`src/logic/fb_defs.svh`:
```
`ifndef FB_DEFS_SVH
`define FB_DEFS_SVH

// horizontal timing, in pixel clocks
`define FB_H_ACTIVE   16
`define FB_H_FRONT    2
`define FB_H_SYNC     4
`define FB_H_BACK     2
`define FB_H_TOTAL    24

// vertical timing, in lines
`define FB_V_ACTIVE   8
`define FB_V_FRONT    1
`define FB_V_SYNC     2
`define FB_V_BACK     1
`define FB_V_TOTAL    12

// external sram
`define FB_ADDR_BITS  20
`define FB_DATA_BITS  16

// position counters
`define FB_X_BITS     5
`define FB_Y_BITS     4

// timing point to vga pins
`define FB_SCAN_LAT   2

`endif

```
`src/logic/fb_pkg.sv`:
```
`default_nettype none

`include "fb_defs.svh"

package fb_pkg;

  // rgb444, kept in the low 12 bits of an sram word
  typedef struct packed {
    logic [3:0] red;
    logic [3:0] green;
    logic [3:0] blue;
  } pixel_t;

  // one async sram, strobes active low
  typedef struct packed {
    logic [`FB_ADDR_BITS-1:0] addr;
    logic [`FB_DATA_BITS-1:0] wdata;
    logic                     we_n;
    logic                     oe_n;
    logic                     ce_n;
  } sram_bus_t;

  typedef struct packed {
    logic [3:0] red;
    logic [3:0] green;
    logic [3:0] blue;
    logic       hsync;  // active low
    logic       vsync;  // active low
  } vga_out_t;

  typedef struct packed {
    logic [`FB_X_BITS-1:0] x;
    logic [`FB_Y_BITS-1:0] y;
    logic                  active;
    logic                  hsync;
    logic                  vsync;
    logic                  frame_end;  // last clock of the frame
  } timing_t;

endpackage

`default_nettype wire

```
`src/logic/fb_double_buf_top.sv`:
```
`timescale 1ns/100ps
`default_nettype none

`include "fb_defs.svh"

module fb_double_buf_top (
  input  wire                      CLK,
  input  wire                      rst_n,
  input  wire                      pix_valid,
  input  fb_pkg::pixel_t           pix_data,
  output logic                     pix_ready,
  output fb_pkg::sram_bus_t        sram0,
  input  wire  [`FB_DATA_BITS-1:0] sram0_rdata,
  output fb_pkg::sram_bus_t        sram1,
  input  wire  [`FB_DATA_BITS-1:0] sram1_rdata,
  output fb_pkg::vga_out_t         vga
);

  fb_pkg::timing_t          tim;
  logic                     swap;
  logic                     frame_done;
  logic [`FB_ADDR_BITS-1:0] wr_addr;
  logic [`FB_DATA_BITS-1:0] wr_data;
  logic                     wr_en;
  logic [`FB_ADDR_BITS-1:0] rd_addr;
  logic [`FB_DATA_BITS-1:0] rd_data;

  vga_timing vga_timing_inst (
    .CLK   (CLK),
    .rst_n (rst_n),
    .tim   (tim)
  );

  // pixel stream into the back buffer
  pixel_writer pixel_writer_inst (
    .CLK        (CLK),
    .rst_n      (rst_n),
    .pix_valid  (pix_valid),
    .pix_data   (pix_data),
    .pix_ready  (pix_ready),
    .swap       (swap),
    .frame_done (frame_done),
    .wr_addr    (wr_addr),
    .wr_data    (wr_data),
    .wr_en      (wr_en)
  );

  scanout_reader scanout_reader_inst (
    .CLK     (CLK),
    .rst_n   (rst_n),
    .tim     (tim),
    .rd_addr (rd_addr),
    .rd_data (rd_data),
    .vga     (vga)
  );

  sram_port_mux sram_port_mux_inst (
    .CLK         (CLK),
    .rst_n       (rst_n),
    .frame_end   (tim.frame_end),
    .frame_done  (frame_done),
    .swap        (swap),
    .wr_addr     (wr_addr),
    .wr_data     (wr_data),
    .wr_en       (wr_en),
    .rd_addr     (rd_addr),
    .rd_data     (rd_data),
    .sram0       (sram0),
    .sram1       (sram1),
    .sram0_rdata (sram0_rdata),
    .sram1_rdata (sram1_rdata)
  );

endmodule

`default_nettype wire

```
`src/logic/pixel_writer.sv`:
```
`timescale 1ns/100ps
`default_nettype none

`include "fb_defs.svh"

module pixel_writer (
  input  wire                      CLK,
  input  wire                      rst_n,
  input  wire                      pix_valid,
  input  fb_pkg::pixel_t           pix_data,
  output logic                     pix_ready,
  input  wire                      swap,
  output logic                     frame_done,
  output logic [`FB_ADDR_BITS-1:0] wr_addr,
  output logic [`FB_DATA_BITS-1:0] wr_data,
  output logic                     wr_en
);

  localparam int PIX_BITS = $bits(fb_pkg::pixel_t);
  localparam logic [`FB_ADDR_BITS-1:0] LAST_PIX =
    `FB_ADDR_BITS'(`FB_H_ACTIVE * `FB_V_ACTIVE - 1);

  logic [`FB_ADDR_BITS-1:0] count;  // pixels taken this frame
  logic                     take;

  assign pix_ready = !frame_done;
  assign take      = pix_valid && pix_ready;

  always_ff @(posedge CLK) begin
    if (!rst_n) begin
      count      <= '0;
      frame_done <= 1'b0;
      wr_en      <= 1'b0;
    end else begin
      wr_en <= take;
      if (swap) begin
        // back buffer becomes front, start filling the other one
        count      <= '0;
        frame_done <= 1'b0;
      end else if (take) begin
        count <= count + 1'b1;
        if (count == LAST_PIX) begin
          frame_done <= 1'b1;
        end
      end
    end
  end

  // write cycle one clock after the handshake
  always_ff @(posedge CLK) begin
    if (take) begin
      wr_addr <= count;
      wr_data <= {{(`FB_DATA_BITS - PIX_BITS){1'b0}}, pix_data};
    end
  end

endmodule

`default_nettype wire

```
`src/logic/scanout_reader.sv`:
```
`timescale 1ns/100ps
`default_nettype none

`include "fb_defs.svh"

module scanout_reader (
  input  wire                      CLK,
  input  wire                      rst_n,
  input  fb_pkg::timing_t          tim,
  output logic [`FB_ADDR_BITS-1:0] rd_addr,
  input  wire  [`FB_DATA_BITS-1:0] rd_data,
  output fb_pkg::vga_out_t         vga
);

  localparam int PIX_BITS = $bits(fb_pkg::pixel_t);
  localparam logic [`FB_ADDR_BITS-1:0] LINE_LEN = `FB_ADDR_BITS'(`FB_H_ACTIVE);

  typedef struct packed {
    logic active;
    logic hsync;
    logic vsync;
  } ctl_t;

  fb_pkg::pixel_t s1_pix;
  ctl_t           s1_ctl;

  // linear address into the front buffer
  always_comb begin
    if (tim.active) begin
      rd_addr = `FB_ADDR_BITS'(tim.y) * LINE_LEN + `FB_ADDR_BITS'(tim.x);
    end else begin
      rd_addr = '0;
    end
  end

  // stage 1 captures the sram word
  always_ff @(posedge CLK) begin
    s1_pix <= fb_pkg::pixel_t'(rd_data[PIX_BITS-1:0]);
  end

  always_ff @(posedge CLK) begin
    if (!rst_n) begin
      s1_ctl.active <= 1'b0;
      s1_ctl.hsync  <= 1'b1;
      s1_ctl.vsync  <= 1'b1;
    end else begin
      s1_ctl.active <= tim.active;
      s1_ctl.hsync  <= tim.hsync;
      s1_ctl.vsync  <= tim.vsync;
    end
  end

  // stage 2 drives the pins, black outside the visible area
  always_ff @(posedge CLK) begin
    if (!rst_n) begin
      vga.red   <= '0;
      vga.green <= '0;
      vga.blue  <= '0;
      vga.hsync <= 1'b1;
      vga.vsync <= 1'b1;
    end else begin
      vga.red   <= s1_ctl.active ? s1_pix.red : 4'h0;
      vga.green <= s1_ctl.active ? s1_pix.green : 4'h0;
      vga.blue  <= s1_ctl.active ? s1_pix.blue : 4'h0;
      vga.hsync <= s1_ctl.hsync;
      vga.vsync <= s1_ctl.vsync;
    end
  end

endmodule

`default_nettype wire

```
`src/logic/sram_port_mux.sv`:
```
`timescale 1ns/100ps
`default_nettype none

`include "fb_defs.svh"

module sram_port_mux (
  input  wire                      CLK,
  input  wire                      rst_n,
  input  wire                      frame_end,
  input  wire                      frame_done,
  output logic                     swap,
  input  wire  [`FB_ADDR_BITS-1:0] wr_addr,
  input  wire  [`FB_DATA_BITS-1:0] wr_data,
  input  wire                      wr_en,
  input  wire  [`FB_ADDR_BITS-1:0] rd_addr,
  output logic [`FB_DATA_BITS-1:0] rd_data,
  output fb_pkg::sram_bus_t        sram0,
  output fb_pkg::sram_bus_t        sram1,
  input  wire  [`FB_DATA_BITS-1:0] sram0_rdata,
  input  wire  [`FB_DATA_BITS-1:0] sram1_rdata
);

  logic              front;  // 0: sram0 is displayed
  fb_pkg::sram_bus_t rd_bus;
  fb_pkg::sram_bus_t wr_bus;

  // trade buffers only on a frame boundary with a full back buffer
  assign swap = frame_end && frame_done;

  always_ff @(posedge CLK) begin
    if (!rst_n) begin
      front <= 1'b0;
    end else if (swap) begin
      front <= !front;
    end
  end

  // front port reads every clock
  always_comb begin
    rd_bus.addr  = rd_addr;
    rd_bus.wdata = '0;
    rd_bus.we_n  = 1'b1;
    rd_bus.oe_n  = 1'b0;
    rd_bus.ce_n  = 1'b0;
  end

  // back port only selected while writing
  always_comb begin
    wr_bus.addr  = wr_addr;
    wr_bus.wdata = wr_data;
    wr_bus.we_n  = !wr_en;
    wr_bus.oe_n  = 1'b1;
    wr_bus.ce_n  = !wr_en;
  end

  assign sram0   = front ? wr_bus : rd_bus;
  assign sram1   = front ? rd_bus : wr_bus;
  assign rd_data = front ? sram1_rdata : sram0_rdata;

endmodule

`default_nettype wire

```
`src/logic/vga_timing.sv`:
```
`timescale 1ns/100ps
`default_nettype none

`include "fb_defs.svh"

module vga_timing (
  input  wire             CLK,
  input  wire             rst_n,
  output fb_pkg::timing_t tim
);

  localparam logic [`FB_X_BITS-1:0] X_LAST  = `FB_X_BITS'(`FB_H_TOTAL - 1);
  localparam logic [`FB_Y_BITS-1:0] Y_LAST  = `FB_Y_BITS'(`FB_V_TOTAL - 1);
  localparam logic [`FB_X_BITS-1:0] X_VIS   = `FB_X_BITS'(`FB_H_ACTIVE);
  localparam logic [`FB_Y_BITS-1:0] Y_VIS   = `FB_Y_BITS'(`FB_V_ACTIVE);
  localparam logic [`FB_X_BITS-1:0] HS_FROM = `FB_X_BITS'(`FB_H_ACTIVE + `FB_H_FRONT);
  localparam logic [`FB_X_BITS-1:0] HS_TO   = `FB_X_BITS'(`FB_H_ACTIVE + `FB_H_FRONT
                                                          + `FB_H_SYNC);
  localparam logic [`FB_Y_BITS-1:0] VS_FROM = `FB_Y_BITS'(`FB_V_ACTIVE + `FB_V_FRONT);
  localparam logic [`FB_Y_BITS-1:0] VS_TO   = `FB_Y_BITS'(`FB_V_ACTIVE + `FB_V_FRONT
                                                          + `FB_V_SYNC);

  logic [`FB_X_BITS-1:0] x_nxt;
  logic [`FB_Y_BITS-1:0] y_nxt;

  // next position, decoded one clock early so flags line up with x/y
  always_comb begin
    x_nxt = tim.x + 1'b1;
    y_nxt = tim.y;
    if (tim.x == X_LAST) begin
      x_nxt = '0;
      if (tim.y == Y_LAST) begin
        y_nxt = '0;
      end else begin
        y_nxt = tim.y + 1'b1;
      end
    end
  end

  always_ff @(posedge CLK) begin
    if (!rst_n) begin
      tim.x         <= '0;
      tim.y         <= '0;
      tim.active    <= 1'b1;  // (0,0) is visible
      tim.hsync     <= 1'b1;
      tim.vsync     <= 1'b1;
      tim.frame_end <= 1'b0;
    end else begin
      tim.x         <= x_nxt;
      tim.y         <= y_nxt;
      tim.active    <= (x_nxt < X_VIS) && (y_nxt < Y_VIS);
      tim.hsync     <= !((x_nxt >= HS_FROM) && (x_nxt < HS_TO));
      tim.vsync     <= !((y_nxt >= VS_FROM) && (y_nxt < VS_TO));
      tim.frame_end <= (x_nxt == X_LAST) && (y_nxt == Y_LAST);
    end
  end

endmodule

`default_nettype wire

```
`config.mk`:
```
export PLATFORM = sky130hd
export DESIGN_NAME = fb_double_buf_top
export DESIGN_NICKNAME = d
export VERILOG_FILES = /design/src/logic/fb_pkg.sv /design/src/logic/fb_double_buf_top.sv /design/src/logic/pixel_writer.sv /design/src/logic/scanout_reader.sv /design/src/logic/sram_port_mux.sv /design/src/logic/vga_timing.sv
export VERILOG_INCLUDE_DIRS = /design/src /design/src/logic
export SDC_FILE = /design/constraint.sdc
export NUM_CORES = 1
export LEC_CHECK = 0
export BUFFER_PORTS_ARGS = -buffer_cell sky130_fd_sc_hd__buf_2
export CAP_MARGIN = 20
export CORE_AREA = 8 8 107 109
export DETAILED_ROUTE_END_ITERATION = 6
export DIE_AREA = 0 0 115 117
export HOLD_SLACK_MARGIN = 0.03
export PLACE_DENSITY = 0.7
export SYNTH_ARGS = -nofsm -noshare
export SYNTH_HDL_FRONTEND = slang
export SYNTH_SLANG_ARGS = --single-unit
```
`constraint.sdc`:
```
create_clock -name CLK -period 5.5 [get_ports CLK]
set_input_delay 0.55 -clock CLK [delete_from_list [all_inputs] [get_ports CLK]]
set_output_delay 0.55 -clock CLK [all_outputs]
set_load 0.01 [all_outputs]
```
After elaboration in Yosys (flattened, before gate mapping)

Index checks and enable logic that the tools add are counted.

Logic and storage cells: 60
Flip-flop bits (word level): 97
Output and inout bits: 93

Add/sub/neg operators: 4
Bitwise operators: 1
Reductions and logical operators: 14
$lt $le $gt $ge: 6
Eq/ne operators: 5
Mux-type cells: 7

Operator list:

| operator                                                  | count |
|---|---|
| two-way mux 39 bit                                        | 2 |
| adder 20 x 1 -> 20 bit (second input constant)            | 1 |
| equality test 20 x 7 -> 1 bit (second input constant)     | 1 |
| two-way mux 20 bit                                        | 1 |
| two-way mux 12 bit                                        | 1 |
| equality test 5 bit (second input constant)               | 2 |
| < comparator 5 bit (second input constant)                | 2 |
| adder 8 x 5 -> 9 bit                                      | 1 |
| equality test 4 bit (second input constant)               | 2 |
| < comparator 4 bit (second input constant)                | 2 |
| two-way mux 4 bit                                         | 2 |
| logical AND 1 bit                                         | 6 |
| adder 5 x 1 -> 5 bit (second input constant)              | 1 |
| greater-or-equal comparator 5 bit (second input constant) | 1 |
| zero test 1 bit                                           | 5 |
| two-way mux 5 bit                                         | 1 |
| adder 4 x 1 -> 4 bit (second input constant)              | 1 |
| greater-or-equal comparator 4 bit (second input constant) | 1 |
| AND reduction 2 bit                                       | 2 |
| OR reduction 2 bit                                        | 1 |
| NOT 1 bit                                                 | 1 |

Depth between registers and ports, before layout

Depth in word-level cells: 6
Mapped depth: 6
Depth with buffers taken out: 5

By module

Synthesis repeated with hierarchy kept, for this count alone.

Cells, all modules: 414
Area, all modules: 4678.2 sq um

Modules (own cells, without submodules):

| module         | cells each | seq. area each (sq um) | area an instance (sq um) | instances |
|---|---|---|---|---|
| pixel_writer   | 157        | 1401.3                 | 2037.0                   | 1 |
| sram_port_mux  | 109        | 20.0                   | 1094.8                   | 1 |
| scanout_reader | 76         | 580.6                  | 907.1                    | 1 |
| vga_timing     | 72         | 260.2                  | 639.4                    | 1 |

Least setup slack after synthesis

No wires, ideal clock.

Path kind: in2reg
From: input port pix_valid
To: register pixel_writer_inst.count[3]
Data arrival time: 2109 ps
Setup slack: 3264 ps
Data required time: 5372 ps
Cell stages on the path: 5
Library setup time: 128 ps
Path through: nor2b_1 -> clkbuf_1 -> nand4_1 -> xor2_1 -> nor2_1

Cells in the longest elaborated chain, start to end: 1

RTL lines:

| what                       | RTL line               | text |
|---|---|---|
| from (decl)                | fb_double_buf_top.sv:9 | `input wire pix_valid,` |
| logical AND 1 bit          | pixel_writer.sv:27     | `assign take = pix_valid && pix_ready;` |
| net pixel_writer_inst.take | pixel_writer.sv:24     | `logic take;` |
| to (signal assigned)       | pixel_writer.sv:41     | `count <= count + 1'b1;` |
| to (decl)                  | pixel_writer.sv:23     | `` logic [`FB_ADDR_BITS-1:0] count; `` |

The timed path passes the listed nets, and every way through them passes these cells.
A chain may end at the register's enable or synchronous reset.

==> qor.yml <==
run_status: "completed"
placed_area_mm2: 0.00494
start_util_pct: 43.3
cp-end-kind: "output pin"
grt_pass1_wl_mm: 15.4
drc_errors: 0
multiInputGateArea_mm2: 0.00186
cp.arrival_ns: 1.88
r2r_end: "vga_timing_inst.tim[3]"
clock_path_buffers: 2
grt.overflow.total: 0
wl_mm: 9.61
yosys.cell_count.top_type: "dfxtp_1"
layout-drive-gt1-share_pct: 30.3
ff_latch_area_mm2: 0.00226
final-setup-viol-count: 0
critPathLaunchType: "register"
min_period_ns: 2.43
r2r_start: "vga_timing_inst.tim[8]"
post_synth.cell_area_avg_um2: 10.2
ys_types: 51
yosysSeqAreaShare_pct: 52.7
synth_edf_count: 32
worstPathMaxFanout: 10
netlist_area_mm2: 0.00429
worst-setup-path-type: "reg2out"
rows: 37
nFillCells: 936
drt_iter0_markers: 152
finish.instance_area_mm2: 0.00514
crit_required_ns: 4.95
postCtsHoldBufs: 0
grt_use_total_pct: 14.3
power_density_mw_per_mm2: 257
fin_crit_sh_pct: 44.3
core_mm2: 0.00991
wl_per_cell_um: 14.3
antenna_found_initial: 0
synth-seq-cells: 97
hold_viol: 0
crit_chain: "ha_1 -> ha_1 -> xor2_1 -> nand2_1 -> o21ai_0 -> buf_2"
cts_setup_buffers: 0
via_per_inst: 4.87
clk_latency_ns: 0.35
numCtsBuffers: 9
synthArstFlopShare_pct: 0
holdWs_ns: 0.364
max_slew_margin_pct: 30.7
clkTransAtPathRegs_ns: 0.09
critPathSlowestCell: "dfxtp_1"
fmax_ghz: 0.411
synth-main-ff-cell: "dfxtp_1"
hp-class: "in2reg"
grt_max_degree: 81
numClockSinks: 97
clock_skew_ns: 0.00989
vias: 3260
netlist_top_cells_area: "dfxtp_1 30%, edfxtp_1 22%, nand2_1 4.3%"
hp-start: "pix_data[2]"
postRouteAntennaNets: 0
slew_viol_final: 0
gp_congestion: 0.797
die-area_mm2: 0.0135
cts_resized: 0
yosys.area.top_type: "dfxtp_1"
fin_nets: 582
rrSetupSlack_ns: 3.63
design.portCount: 140
ys.warnings.count: 0
leakagePower_nw: 2.34
die_h_um: 117
worstMarginPinSlew_ns: 1.04
reg2regPathDepth: 5
yosys.area.top_type_share_pct: 30.3
cts_tree: "yes"
maxCapViolations: 0
netlist_instances: 422
hpwlAfterDp_mm: 6.97
tns_ns: 0
ir_worst_vdd_v: 0.000127
critPathMostFrequentCell: "ha_1"
cts_root_buf: "clkbuf_8"
synth_commonest_cells: "65 x dfxtp_1, 49 x nand2_1, 32 x edfxtp_1, 29 x and2_1, 29 x nor2b_1"
dr.pass1.iters: 4
port_buffers: 123
min_path_cells: 1
die_w_um: 115
n_antenna_cell: 0
first_global_vias: 3147
grt_setup_unrepaired: "false"
hold-path-endpoint: "pixel_writer_inst.wr_data[2]"
power_mw: 1.32
htree_levels: 3
max_stage_delay_ns: 0.52
area_growth_pct: 19.7
-- sequential cells by signal, indices dropped and copies added, names as in the netlist --
name,count
scanout_reader_inst.s1_pix,12
scanout_reader_inst.s1_ctl,3
sram_port_mux_inst.front,1
pixel_writer_inst.count,20
pixel_writer_inst.wr_en,1
vga_timing_inst.tim,13
pixel_writer_inst.wr_addr,20
pixel_writer_inst.wr_data,12
scanout_reader_inst.vga,14
pixel_writer_inst.frame_done,1
-- metal layers --
metal | share of wire, % | GRT usage [%]
met3 | 6.8 | 4.36
met5 | 0 | 0
met1 | 40 | 15.9
met4 | 1.7 | 5.08
met2 | 51 | 25.3
-- critical path: cells and delay by family, from the launching register on --
family | cells | cell delay (ns)
adder cells (fa/ha/maj) | 2 | 0.42
flip-flops | 1 | 0.52
AO/OA/AOI/OAI | 1 | 0.17
XOR/XNOR | 1 | 0.18
AND/OR/NAND/NOR | 1 | 0.08
buffers and inverters | 1 | 0.16
-- cell families after synthesis --
group,synth area share [%]
xor+xnor,4.28
flops,52.7
compound gates,6.18
other cells,0.0874
fa+ha+maj,1.75
buf+inv,4.84
mux,3.38
simple gates,26.8
-- power breakdown --
part | leakage (nW) | internal (mW) | total (mW) | switching [mW]
registers | 0.862 | 0.764 | 0.779 | 0.0147
clock network | 0.0929 | 0.212 | 0.453 | 0.241
logic | 1.39 | 0.0400 | 0.0879 | 0.0479
total | 2.34 | 1.02 | 1.32 | 0.304
-- cell usage in the layout, fill, tap and decap left out, types with 9 or more instances in the layout --
master      n
and2_1     29
nand2_1    49
o21ai_0    21
mux2_2     12
edfxtp_1   32
xnor2_1    13
buf_2     123
nand3_1    11
nor2b_1    28
clkbuf_8    9
and3_1     13
dfxtp_1    64
nor2_1     28
-- worst max path at each step --
stage | startpoint | slack, ns | endpoint | cells past startpoint
2_1_floorplan | pix_valid | 3.26 | pixel_writer_inst.count[3] | 5
3_3_place_gp | pix_valid | 3.38 | pixel_writer_inst.count[3] | 5
3_5_place_dp | pix_valid | 3.31 | pixel_writer_inst.count[3] | 5
4_1_cts | vga_timing_inst.tim[4] | 3.05 | sram0[25] | 6
5_1_grt | vga_timing_inst.tim[4] | 2.89 | sram0[25] | 6
6_report | vga_timing_inst.tim[4] | 3.07 | sram0[25] | 6
-- area by class of cell --
type	instances	area share [%]
Multi-Input combinational cell	289	36.1
Clock buffer	10	2.48
Tap cell	136	3.31
Clock inverter	6	1.31
Inverter	8	0.584
Timing Repair Buffer	124	12.1
Sequential cell	97	44.0
-- through the flow --
| step | setup WS [ns] | utilization [%] | cells |
|---|---|---|---|
| after detailed placement | 3.31 | 49.9 | 654 |
| after global placement | 3.38 | 49.9 | 654 |
| after floorplan | 3.26 | - | 429 |
| after CTS | 3.05 | 51.9 | 670 |
| final | 3.07 | 51.9 | 670 |
| after global routing | 2.89 | 51.9 | 670 |
(Power assumes the default switching activity.)
